--- src/design/dbg_defs.svh ---
`ifndef DBG_DEFS_SVH
`define DBG_DEFS_SVH

////////////////////
// serial line

`define DBG_CLKS_PER_BIT 16

////////////////////
// memory sizes

`define DBG_IM_DEPTH     16
`define DBG_DM_DEPTH     8
`define DBG_NUM_REGS     8

////////////////////
// host commands, ascii

`define DBG_CMD_LOAD     8'h4c
`define DBG_CMD_RUN      8'h52
`define DBG_CMD_STEP     8'h53
`define DBG_CMD_DUMP     8'h44

`define DBG_DUMP_BYTES   68   // pc word, 8 registers, 8 memory words

`endif

--- src/design/dbg_pkg.sv ---
package dbg_pkg;

    typedef logic [7:0]  byte_t;      // one serial byte
    typedef logic [31:0] word_t;
    typedef logic [3:0]  im_addr_t;   // also the width of the pc
    typedef logic [2:0]  reg_addr_t;
    typedef logic [2:0]  dm_addr_t;

    // encodings not listed here run as a no-op, so a zeroed word is harmless
    typedef enum logic [3:0] {
        OP_ADD  = 4'h1,
        OP_ADDI = 4'h2,
        OP_LW   = 4'h3,
        OP_SW   = 4'h4,
        OP_HLT  = 4'hf
    } opcode_t;

    typedef enum logic [2:0] {
        DU_IDLE       = 3'd0,
        DU_LOAD_COUNT = 3'd1,
        DU_LOAD_BYTES = 3'd2,
        DU_RUN        = 3'd3,
        DU_STEP       = 3'd4,
        DU_DUMP       = 3'd5
    } du_state_t;

    typedef struct packed {
        logic      exec_enable;
        logic      clear;       // zeroes pc, halt, registers and data memory
        logic      im_write;
        im_addr_t  im_addr;
        word_t     im_wdata;
        reg_addr_t dbg_reg_addr;
        dm_addr_t  dbg_dm_addr;
    } dp_ctrl_t;

    typedef struct packed {
        im_addr_t pc;
        logic     halt;
        word_t    reg_data;
        word_t    dm_data;
    } dp_status_t;

endpackage

--- src/design/uart_rx.sv ---
`timescale 1ns/1ns
`include "dbg_defs.svh"

module uart_rx import dbg_pkg::*; (
    input  logic  i_clock,
    input  logic  i_reset,
    input  logic  i_rx,
    output byte_t o_rx_data,
    output logic  o_rx_done
);

    localparam int TICK_W = $clog2(`DBG_CLKS_PER_BIT);
    localparam int HALF   = `DBG_CLKS_PER_BIT / 2;

    typedef enum logic [1:0] {
        RX_IDLE,
        RX_START,
        RX_DATA,
        RX_STOP
    } rx_state_t;

    rx_state_t         state;
    logic [1:0]        sync;        // sync[1] is the usable line level
    logic [TICK_W-1:0] tick;
    logic [2:0]        bit_idx;
    byte_t             shift;

    always_ff @(posedge i_clock) begin
        if (i_reset) begin
            state     <= RX_IDLE;
            sync      <= 2'b11;
            tick      <= '0;
            bit_idx   <= '0;
            o_rx_done <= 1'b0;
        end else begin
            sync      <= {sync[0], i_rx};
            o_rx_done <= 1'b0;
            case (state)
                RX_IDLE: begin
                    tick <= '0;
                    if (!sync[1]) state <= RX_START;
                end
                RX_START: begin
                    if (tick == TICK_W'(HALF - 1)) begin   // centre of the start bit
                        tick    <= '0;
                        bit_idx <= '0;
                        state   <= sync[1] ? RX_IDLE : RX_DATA;
                    end else begin
                        tick <= tick + 1'b1;
                    end
                end
                RX_DATA: begin
                    if (tick == TICK_W'(`DBG_CLKS_PER_BIT - 1)) begin
                        tick    <= '0;
                        bit_idx <= bit_idx + 1'b1;
                        if (bit_idx == 3'd7) state <= RX_STOP;
                    end else begin
                        tick <= tick + 1'b1;
                    end
                end
                default: begin
                    if (tick == TICK_W'(`DBG_CLKS_PER_BIT - 1)) begin
                        state     <= RX_IDLE;
                        o_rx_done <= sync[1];    // a low stop bit drops the frame
                    end else begin
                        tick <= tick + 1'b1;
                    end
                end
            endcase
        end
    end

    // lsb arrives first
    always_ff @(posedge i_clock) begin
        if (state == RX_DATA && tick == TICK_W'(`DBG_CLKS_PER_BIT - 1)) begin
            shift <= {sync[1], shift[7:1]};
        end
    end

    assign o_rx_data = shift;

    a_done_single: assert property (@(posedge i_clock) disable iff (i_reset)
        o_rx_done |=> !o_rx_done);

endmodule

--- src/design/uart_tx.sv ---
`timescale 1ns/1ns
`include "dbg_defs.svh"

module uart_tx import dbg_pkg::*; (
    input  logic  i_clock,
    input  logic  i_reset,
    input  byte_t i_tx_data,
    input  logic  i_tx_start,
    output logic  o_tx,
    output logic  o_tx_done
);

    localparam int TICK_W = $clog2(`DBG_CLKS_PER_BIT);

    logic [9:0]        frame;      // stop, data, start with the start bit at 0
    logic [3:0]        bit_cnt;
    logic [TICK_W-1:0] tick;
    logic              busy;

    always_ff @(posedge i_clock) begin
        if (i_reset) begin
            frame     <= '1;
            bit_cnt   <= '0;
            tick      <= '0;
            busy      <= 1'b0;
            o_tx_done <= 1'b0;
        end else begin
            o_tx_done <= 1'b0;
            if (!busy) begin
                if (i_tx_start) begin
                    frame   <= {1'b1, i_tx_data, 1'b0};
                    bit_cnt <= '0;
                    tick    <= '0;
                    busy    <= 1'b1;
                end
            end else if (tick == TICK_W'(`DBG_CLKS_PER_BIT - 1)) begin
                tick  <= '0;
                frame <= {1'b1, frame[9:1]};   // idle level fills in behind
                if (bit_cnt == 4'd9) begin
                    busy      <= 1'b0;
                    o_tx_done <= 1'b1;
                end else begin
                    bit_cnt <= bit_cnt + 1'b1;
                end
            end else begin
                tick <= tick + 1'b1;
            end
        end
    end

    assign o_tx = frame[0];

    // the sender has to wait for o_tx_done before the next byte
    a_start_idle: assert property (@(posedge i_clock) disable iff (i_reset)
        i_tx_start |-> !busy);

endmodule

--- src/design/debug_unit.sv ---
`timescale 1ns/1ns
`include "dbg_defs.svh"

module debug_unit import dbg_pkg::*; (
    input  logic       i_clock,
    input  logic       i_reset,
    input  byte_t      i_rx_data,
    input  logic       i_rx_done,
    input  logic       i_tx_done,
    input  dp_status_t i_status,
    output dp_ctrl_t   o_ctrl,
    output byte_t      o_tx_data,
    output logic       o_tx_start,
    output du_state_t  o_state
);

    localparam int LAST_BYTE = `DBG_DUMP_BYTES - 1;

    du_state_t   state;
    logic        clear_q;
    byte_t       words_left;
    im_addr_t    load_addr;
    logic [1:0]  byte_sel;
    logic [23:0] wdata;        // first three bytes of the word being loaded
    logic [6:0]  dump_idx;
    logic        tx_busy;
    logic [4:0]  word_idx;
    reg_addr_t   dbg_addr;
    word_t       dump_word;
    logic        im_write;

    ////////////////////
    // dump byte select

    assign word_idx = dump_idx[6:2];            // 0 is pc, 1..8 regs, 9..16 memory
    assign dbg_addr = reg_addr_t'(word_idx - 5'd1); // regs and memory share the low bits

    always_comb begin
        if (word_idx == 5'd0) begin
            dump_word = {28'd0, i_status.pc};
        end else if (word_idx <= 5'd8) begin
            dump_word = i_status.reg_data;
        end else begin
            dump_word = i_status.dm_data;
        end
    end

    ////////////////////
    // data path control

    assign im_write = (state == DU_LOAD_BYTES) && i_rx_done && (byte_sel == 2'd3);

    always_comb begin
        o_ctrl.exec_enable  = ((state == DU_RUN) || (state == DU_STEP)) && !i_status.halt;
        o_ctrl.clear        = clear_q;
        o_ctrl.im_write     = im_write;
        o_ctrl.im_addr      = load_addr;
        o_ctrl.im_wdata     = {i_rx_data, wdata};  // last byte straight off the line
        o_ctrl.dbg_reg_addr = dbg_addr;
        o_ctrl.dbg_dm_addr  = dbg_addr;
    end

    assign o_state = state;

    ////////////////////
    // command fsm

    always_ff @(posedge i_clock) begin
        if (i_reset) begin
            state      <= DU_IDLE;
            clear_q    <= 1'b0;
            words_left <= '0;
            load_addr  <= '0;
            byte_sel   <= '0;
            dump_idx   <= '0;
            tx_busy    <= 1'b0;
            o_tx_start <= 1'b0;
        end else begin
            clear_q    <= 1'b0;
            o_tx_start <= 1'b0;
            case (state)
                DU_IDLE: begin
                    dump_idx <= '0;
                    tx_busy  <= 1'b0;
                    if (i_rx_done) begin
                        case (i_rx_data)
                            `DBG_CMD_LOAD: begin
                                state   <= DU_LOAD_COUNT;
                                clear_q <= 1'b1;
                            end
                            `DBG_CMD_RUN:  state <= DU_RUN;
                            `DBG_CMD_STEP: state <= DU_STEP;
                            `DBG_CMD_DUMP: state <= DU_DUMP;
                            default: ;                // unknown bytes are ignored
                        endcase
                    end
                end
                DU_LOAD_COUNT: begin
                    load_addr <= '0;
                    byte_sel  <= '0;
                    if (i_rx_done) begin
                        words_left <= i_rx_data;
                        state      <= (i_rx_data == 8'd0) ? DU_IDLE : DU_LOAD_BYTES;
                    end
                end
                DU_LOAD_BYTES: begin
                    if (i_rx_done) begin
                        byte_sel <= byte_sel + 1'b1;
                        if (im_write) begin
                            load_addr  <= load_addr + 1'b1;
                            words_left <= words_left - 1'b1;
                            if (words_left == 8'd1) state <= DU_IDLE;
                        end
                    end
                end
                DU_RUN: begin
                    if (i_status.halt) state <= DU_DUMP;
                end
                DU_STEP: state <= DU_DUMP;  // the single execute happens this cycle
                default: begin
                    if (!tx_busy) begin
                        o_tx_start <= 1'b1;
                        tx_busy    <= 1'b1;
                    end else if (i_tx_done) begin
                        tx_busy <= 1'b0;
                        if (dump_idx == 7'(LAST_BYTE)) begin
                            state <= DU_IDLE;
                        end else begin
                            dump_idx <= dump_idx + 7'd1;
                        end
                    end
                end
            endcase
        end
    end

    always_ff @(posedge i_clock) begin
        if (state == DU_LOAD_BYTES && i_rx_done) begin
            wdata <= {i_rx_data, wdata[23:8]};
        end
        if (state == DU_DUMP && !tx_busy) begin
            o_tx_data <= dump_word[8*dump_idx[1:0] +: 8];  // lsb of each word goes first
        end
    end

    a_write_in_load: assert property (@(posedge i_clock) disable iff (i_reset)
        o_ctrl.im_write |-> (state == DU_LOAD_BYTES));

    a_no_exec_halted: assert property (@(posedge i_clock) disable iff (i_reset)
        o_ctrl.exec_enable |-> !i_status.halt);

endmodule

--- src/design/data_path.sv ---
`timescale 1ns/1ns
`include "dbg_defs.svh"

module data_path import dbg_pkg::*; (
    input  logic       i_clock,
    input  logic       i_reset,
    input  dp_ctrl_t   i_ctrl,
    output dp_status_t o_status
);

    word_t     im [`DBG_IM_DEPTH];
    word_t     rb [`DBG_NUM_REGS];
    word_t     dm [`DBG_DM_DEPTH];
    im_addr_t  pc;
    logic      halt;
    word_t     instr;
    opcode_t   opcode;
    reg_addr_t rd;
    reg_addr_t rs;
    reg_addr_t rt;
    dm_addr_t  mem_addr;
    word_t     imm_ext;
    word_t     rs_val;
    word_t     rt_val;
    logic      wb_en;
    word_t     wb_data;

    ////////////////////
    // decode

    assign instr    = im[pc];
    assign opcode   = opcode_t'(instr[31:28]);
    assign rd       = instr[26:24];
    assign rs       = instr[22:20];
    assign rt       = instr[18:16];
    assign mem_addr = instr[2:0];
    assign imm_ext  = {{16{instr[15]}}, instr[15:0]};
    assign rs_val   = rb[rs];
    assign rt_val   = rb[rt];

    always_comb begin
        wb_en   = 1'b0;
        wb_data = '0;
        case (opcode)
            OP_ADD: begin
                wb_en   = 1'b1;
                wb_data = rs_val + rt_val;
            end
            OP_ADDI: begin
                wb_en   = 1'b1;
                wb_data = rs_val + imm_ext;
            end
            OP_LW: begin
                wb_en   = 1'b1;
                wb_data = dm[mem_addr];
            end
            default: ;
        endcase
    end

    ////////////////////
    // execute

    // instruction memory only changes from the debug side
    always_ff @(posedge i_clock) begin
        if (i_ctrl.im_write) im[i_ctrl.im_addr] <= i_ctrl.im_wdata;
    end

    always_ff @(posedge i_clock) begin
        if (i_reset || i_ctrl.clear) begin
            pc   <= '0;
            halt <= 1'b0;
            for (int i = 0; i < `DBG_NUM_REGS; i++) rb[i] <= '0;
            for (int i = 0; i < `DBG_DM_DEPTH; i++) dm[i] <= '0;
        end else if (i_ctrl.exec_enable && !halt) begin
            if (wb_en && rd != 3'd0) rb[rd] <= wb_data;   // r0 stays zero
            if (opcode == OP_SW) dm[mem_addr] <= rs_val;
            if (opcode == OP_HLT) begin
                halt <= 1'b1;                              // pc holds on the hlt
            end else begin
                pc <= pc + 1'b1;
            end
        end
    end

    always_comb begin
        o_status.pc       = pc;
        o_status.halt     = halt;
        o_status.reg_data = rb[i_ctrl.dbg_reg_addr];
        o_status.dm_data  = dm[i_ctrl.dbg_dm_addr];
    end

endmodule

--- src/design/debug_top.sv ---
`timescale 1ns/1ns

module debug_top import dbg_pkg::*; (
    input  logic      i_clock,
    input  logic      i_reset,
    input  logic      i_uart_rx,
    output logic      o_uart_tx,
    output logic      o_hlt,
    output du_state_t o_state
);

    byte_t      rx_data;
    byte_t      tx_data;
    logic       rx_done;
    logic       tx_done;
    logic       tx_start;
    dp_ctrl_t   ctrl;
    dp_status_t status;

    uart_rx u_uart_rx (
        .i_clock   (i_clock),
        .i_reset   (i_reset),
        .i_rx      (i_uart_rx),
        .o_rx_data (rx_data),
        .o_rx_done (rx_done)
    );

    uart_tx u_uart_tx (
        .i_clock    (i_clock),
        .i_reset    (i_reset),
        .i_tx_data  (tx_data),
        .i_tx_start (tx_start),
        .o_tx       (o_uart_tx),
        .o_tx_done  (tx_done)
    );

    debug_unit u_debug_unit (
        .i_clock    (i_clock),
        .i_reset    (i_reset),
        .i_rx_data  (rx_data),
        .i_rx_done  (rx_done),
        .i_tx_done  (tx_done),
        .i_status   (status),
        .o_ctrl     (ctrl),
        .o_tx_data  (tx_data),
        .o_tx_start (tx_start),
        .o_state    (o_state)
    );

    data_path u_data_path (
        .i_clock  (i_clock),
        .i_reset  (i_reset),
        .i_ctrl   (ctrl),
        .o_status (status)
    );

    assign o_hlt = status.halt;

endmodule

--- config.mk ---
export PLATFORM = sky130hd
export DESIGN_NAME = debug_top
export DESIGN_NICKNAME = d
export VERILOG_FILES = /design/src/design/dbg_pkg.sv /design/src/design/uart_rx.sv /design/src/design/uart_tx.sv /design/src/design/debug_unit.sv /design/src/design/data_path.sv /design/src/design/debug_top.sv
export VERILOG_INCLUDE_DIRS = /design/src /design/src/design
export SDC_FILE = /design/constraint.sdc
export NUM_CORES = 2
export LEC_CHECK = 0
export BUFFER_PORTS_ARGS = -buffer_cell sky130_fd_sc_hd__buf_4
export CAP_MARGIN = 10
export CORE_AREA = 2 2 466 468
export DETAILED_ROUTE_END_ITERATION = 8
export DIE_AREA = 0 0 468 470
export GPL_ROUTABILITY_DRIVEN = 0
export HOLD_SLACK_MARGIN = 0.06
export PLACE_DENSITY = 0.43
export SYNTH_ARGS = -nofsm -noshare
export SYNTH_HDL_FRONTEND = slang
export SYNTH_SLANG_ARGS = --single-unit
--- constraint.sdc ---
create_clock -name i_clock -period 10.9 [get_ports i_clock]
set_input_delay 0 -clock i_clock [delete_from_list [all_inputs] [get_ports i_clock]]
set_output_delay 0 -clock i_clock [all_outputs]
set_load 0.01 [all_outputs]
* Word level (Yosys, flattened, before mapping)
Memories as Yosys holds them, arrays and structs flattened. A register that Yosys moved wholly into a read port is not among the register bits.
Cells that the tools add are included.
** Cells by class
- Add/subtract/negate cells :: 12
- Order comparisons :: 1
- Eq/ne operators :: 39
- Shift-type cells :: 1
- Multiplexer cells :: 82
- Bitwise logic cells :: 7
- Reductions and logical operators :: 44
** Operators with widths (number)
- two-way mux 32 bit :: 4
- case mux 32 bit (3 select lines) :: 1
- adder 32 bit :: 2
- OR reduction 32 bit :: 2
- two-way mux 4 bit :: 13
- two-way mux 3 bit :: 13
- == test 8 x 7 -> 1 bit (second input constant) :: 4
- variable part select 32 x 6 -> 8 bit :: 1
- two-way mux 10 bit :: 3
- two-way mux 1 bit :: 24
- two-way mux 8 bit :: 3
- two-way mux 7 bit :: 3
- adder 4 x 1 -> 4 bit (second input constant) :: 5
- nonzero test 6 bit :: 3
- == test 4 bit (second input constant) :: 4
- two-way mux 2 bit :: 8
- case mux 8 bit (2 select lines) :: 1
- case mux 3 bit (5 select lines) :: 1
- inequality test 2 bit (second input constant) :: 7
- case mux 7 bit (2 select lines) :: 1
- inequality test 2 x 1 -> 1 bit (second input constant) :: 6
- case mux 3 bit (4 select lines) :: 1
- case mux 4 bit (3 select lines) :: 1
- AND reduction 10 bit :: 1
- 41 further kinds :: 74
** Storage, ports and cells
- Register bits after elaboration :: 104
- Memory bits (writable) :: 1024
- Input bits :: 3
- Output and inout bits :: 5
- Word-level logic and storage cells :: 212
- Memories kept :: 3
** Memory list
- u_data_path.im :: depth 16, width 32, read ports 1, clocked after Yosys merged registers in 1, write ports 1, RTL line data_path.sv:11 : word_t im [`DBG_IM_DEPTH];
- u_data_path.dm :: depth 8, width 32, read ports 2, clocked after Yosys merged registers in 0, write ports 8, RTL line data_path.sv:13 : word_t dm [`DBG_DM_DEPTH];
- u_data_path.rb :: depth 8, width 32, read ports 3, clocked after Yosys merged registers in 0, write ports 8, RTL line data_path.sv:12 : word_t rb [`DBG_NUM_REGS];

* Depth between registers and ports, before layout
- Depth in word-level cells :: 10
- Gate-level depth with buffers :: 23

* Modules after synthesis
From an unflattened synthesis, not the netlist that was laid out.
** Second synthesis, totals
- Cells, all modules :: 3642
- Area, all modules :: 53232.3 um^2
** Modules (own cells, without submodules)
- data_path :: instances 1, cells each 3141, area each 48068.6 um^2
- debug_unit :: instances 1, cells each 316, area each 3294.4 um^2
- uart_tx :: instances 1, cells each 104, area each 962.2 um^2
- uart_rx :: instances 1, cells each 81, area each 907.1 um^2

* Worst setup path before layout
OpenSTA, ideal clock, no wires.
- Kind :: register -> register
- Start point :: register (tool-made name)
- End point :: memory u_data_path.rb[1][23] (netlist name) (data pin)
- Arrival :: 5151 ps
- Path slack :: 5483 ps
- Cell stages (with the launch flop) :: 21
- Buffers on the path :: 7
- Period minus slack after synthesis :: 5417 ps
- Cells stage by stage :: dfxtp_1 -> buf_6 -> buf_12 -> buf_12 -> buf_6 -> buf_2 -> buf_2 -> buf_2 -> mux4_2 -> mux4_2 -> o21a_1 -> ha_1 -> a21o_1 -> a21o_1 -> a2111oi_0 -> a211oi_1 -> nor2_1 -> o21ai_0 -> xor2_1 -> a21oi_2 -> nor2_1
** RTL lines (RTL line)
- to (decl) :: data_path.sv:12

==> out/results.ini <==
[run_status]
status = finished, final reports clean

[sta]
fin_crit_ns = 7.88
tns_ns = 0
slew_headroom = 0.265
max_clock_freq_ghz = 0.127
whs_ns = 0.277
fin_worst_skew_ns = 0.0501
hold_viol_final = 0
fin_crit_sh = 0.723
drv_slew = 0
rsz0062_at_grt = no
tightest_slew_ns = 1.09
setup_violations = 0

[global_route]
antenna_found_initial = 10
grt_overflow = 0
grt_usage = 0.152
grt_first_pass_wirelength_mm = 242
grt_start_max_net_pins = 82
grt_pass1_vias = 32600

[logic_synthesis]
yosys_warnings = 0
synthArstFlopShare = 0
synth_top_area_frac = 0.571
ys_seq_elements = 1083
avgSynthCellArea_sq_um = 14.9
ys.flop_type = edfxtp_1
synth_area_leaders = edfxtp_1, mux4_2, nor2b_1
synth_edf_count = 1016
yosysTopAreaCell = edfxtp_1
synth_seq_area_share = 0.596
syn_area_sq_mm = 0.0535
synth.distinct_cells = 78
syn_inst = 3576

[run]
maxCapViolations = 0

[drt]
viasPerCell = 4.86
vias = 31800
dr.pass1.iters = 7
ant_nets = 0
drc = 0
drt_wl_total_mm = 168
wire_per_inst_um = 25.7
drt_iter0_drc = 2763

[power_and_ir_drop]
power_density_mw_per_mm2 = 148
p_leak_nw = 19.5
ir_drop_mv = 0.157

[cts]
clkTransAtPathRegs_ns = 0.06
cts_setup_buffers = 0
clock-sinks = 1083
post_cts_resized = 0
clk_latency_ns = 0.77
root_buffer = clkbuf_16
clock_path_buffers = 3
htree_levels = 4
cts_buffers = 132
cts_hold_buffers = 4
cts_tree = done

[die]
row_count = 171
dieArea_sq_mm = 0.220
core_sq_mm = 0.216
ios = 8
die_w_um = 468
die_y_um = 470
start_util = 0.248

[setup_path]
arrival_ns = 8.38
cp.required_ns = 11.40
max_stage_delay_ns = 0.98
ff2ff_path_depth = 17
worstSetupPathType = flip-flop to flip-flop
crit_path_max_fanout = 44
worstPathCellList = buf_4 -> mux4_2 -> a22o_1 -> a221oi_4 -> nand4_2 -> buf_4 -> o21a_1 -> ha_1 -> a21o_1 -> a21o_1 -> a2111oi_1 -> a211oi_1 -> nor2_1 -> o21ai_0 -> xor2_1 -> a21oi_2 -> nor2_1
endpoint_kind = flip-flop
rrSetupSlack_ns = 3.02
slowest_stage = dfxtp_4
start_kind = flip-flop
r2r_end = u_data_path.rb[2][23]$_SDFFCE_PN0P_

[hold_path]
min_path_cells = 3
min_to = u_uart_tx.bit_cnt[1]$_SDFFE_PP0P_
min-delay-start = i_reset
hold_path.class = input pin to flip-flop

[layout]
syn_to_final_growth_pct = 14.4
drive_above_1_share = 0.222
nNetsFinal = 3648

[place]
portBuffers = 7
dp_hpwl_mm = 100

## per-stage QoR
step | std cells | cell area (sq um) | power [W] | utilization | setup WS (ns)
after detailed placement | 6308 | 57000 | 0.00498 | 0.264 | 3.00
after CTS | 6543 | 61100 | 0.00918 | 0.284 | 2.95
after global placement | 6308 | 57000 | 0.00498 | 0.264 | 2.98
after floorplan | 3607 | 53600 | 0.00487 | - | 5.48
final | 6544 | 61200 | 0.00906 | 0.284 | 3.02
after global routing | 6543 | 61100 | 0.00935 | 0.284 | 2.55
## cell families (layout without fill, tap and decap cells)
family,after synthesis,in the layout,synth area share
fa+ha+maj,53,53,0.0125
buf+inv,277,359,0.0235
simple gates,970,970,0.0912
other cells,1,33,0.0000702
compound gates,517,517,0.0655
flops,1083,1083,0.596
mux,634,634,0.205
xor+xnor,41,41,0.00672
## report_power, final
group | switching, W | internal [W] | leakage [nW]
Combinational | 0.000170 | 0.000102 | 7.20
Clock | 0.00182 | 0.00234 | 1.95
Sequential | 0.0000485 | 0.00458 | 10.3
Total | 0.00204 | 0.00702 | 19.5
## registers in the layout (all words and copies together), names as in the netlist, 2 cells and up, named ones only
signal and cells:
u_uart_tx.tick 4, u_debug_unit.words_left 8, u_data_path.im 464, u_debug_unit.load_addr 4, u_debug_unit.o_state 3, u_uart_rx.o_rx_data 8, u_debug_unit.wdata 24, u_data_path.dm 256
u_data_path.pc 4, u_uart_rx.bit_idx 3, u_uart_rx.sync 2, u_debug_unit.dump_idx 7, u_uart_tx.frame 9, u_uart_rx.tick 4, u_data_path.rb 256, u_debug_unit.o_tx_data 8
u_uart_rx.state 2, u_debug_unit.byte_sel 2, u_uart_tx.bit_cnt 4
## cells in the mapped netlist, drive strengths merged, types with 3 or more instances
library cell  number
a211o             31
a211oi            72
a21o              26
a21oi            157
a221oi             4
a22o               3
a22oi             21
a31oi             23
and2               9
and3              28
and4               5
buf              102
clkbuf           149
dfxtp             67
edfxtp          1016
ha                52
inv               25
mux2              85
mux2i            192
mux4             357
nand2            158
nand2b            19
nand3             24
nand3b             3
nand4             16
nor2             325
nor2b            322
nor3              28
nor3b              5
nor4               7
o211ai            50
o21a              17
o21ai             82
o21bai             5
o22a               5
o22ai              7
o31ai              3
or2                8
or3                5
xnor2             22
xor2              19
## cell type report
cell class,instances,area (sq um)
Clock inverter,66,639
Tap cell,2854,3570
Inverter,26,97.6
Fill cell,21800,155000
Timing Repair Buffer,102,776
Sequential cell,1083,31900
Multi-Input combinational cell,2247,20800
Antenna cell,1,2.50
Clock buffer,165,3440
## worst max path at each step
stage	start	slack [ns]	to	cells past startpoint
after floorplan	flip-flop	5.48	u_data_path.rb[1][23]$_SDFFCE_PN0P_	20
after CTS	flip-flop	2.95	u_data_path.rb[2][25]$_SDFFCE_PN0P_	20
after global placement	flip-flop	2.98	u_data_path.rb[1][23]$_SDFFCE_PN0P_	17
final	flip-flop	3.02	u_data_path.rb[2][23]$_SDFFCE_PN0P_	17
after global routing	flip-flop	2.55	u_data_path.rb[7][23]$_SDFFCE_PN0P_	17
after detailed placement	flip-flop	3.00	u_data_path.rb[2][23]$_SDFFCE_PN0P_	17
## routing by layer
metal / wire [um] / track usage / up-vias
li1: - / - / 14000
met1: 78400 / 0.217 / 16700
met2: 78300 / 0.241 / 813
met3: 7860 / 0.0221 / 237
met4: 3730 / 0.0368 / 2
met5: 7 / 0 / -
## placed cells by master (no fill, tap or decap), types with 27 or more instances in the layout
cell / n
nor2_1: 305
dfxtp_1: 62
ha_1: 51
clkbuf_16: 132
a211oi_1: 71
conb_1: 32
o21ai_0: 43
clkbuf_1: 32
nand2_1: 131
nor2b_1: 322
and3_1: 28
buf_4: 98
a211o_1: 31
clkinv_1: 27
o21ai_1: 38
mux2_2: 85
mux4_2: 350
mux2i_1: 190
a21oi_1: 132
edfxtp_1: 1016
o211ai_1: 50
## worst max-delay path: cells and delay by family (launching register included)
family	cells	cell delay, ns
buffers and inverters	2	1.03
multiplexers	1	0.55
AND/OR/NAND/NOR	3	1.46
AO/OA/AOI/OAI	9	2.96
flip-flops	1	0.98
adder cells (fa/ha/maj)	1	0.37
XOR/XNOR	1	0.19
Power figures use the tool's default switching activity.
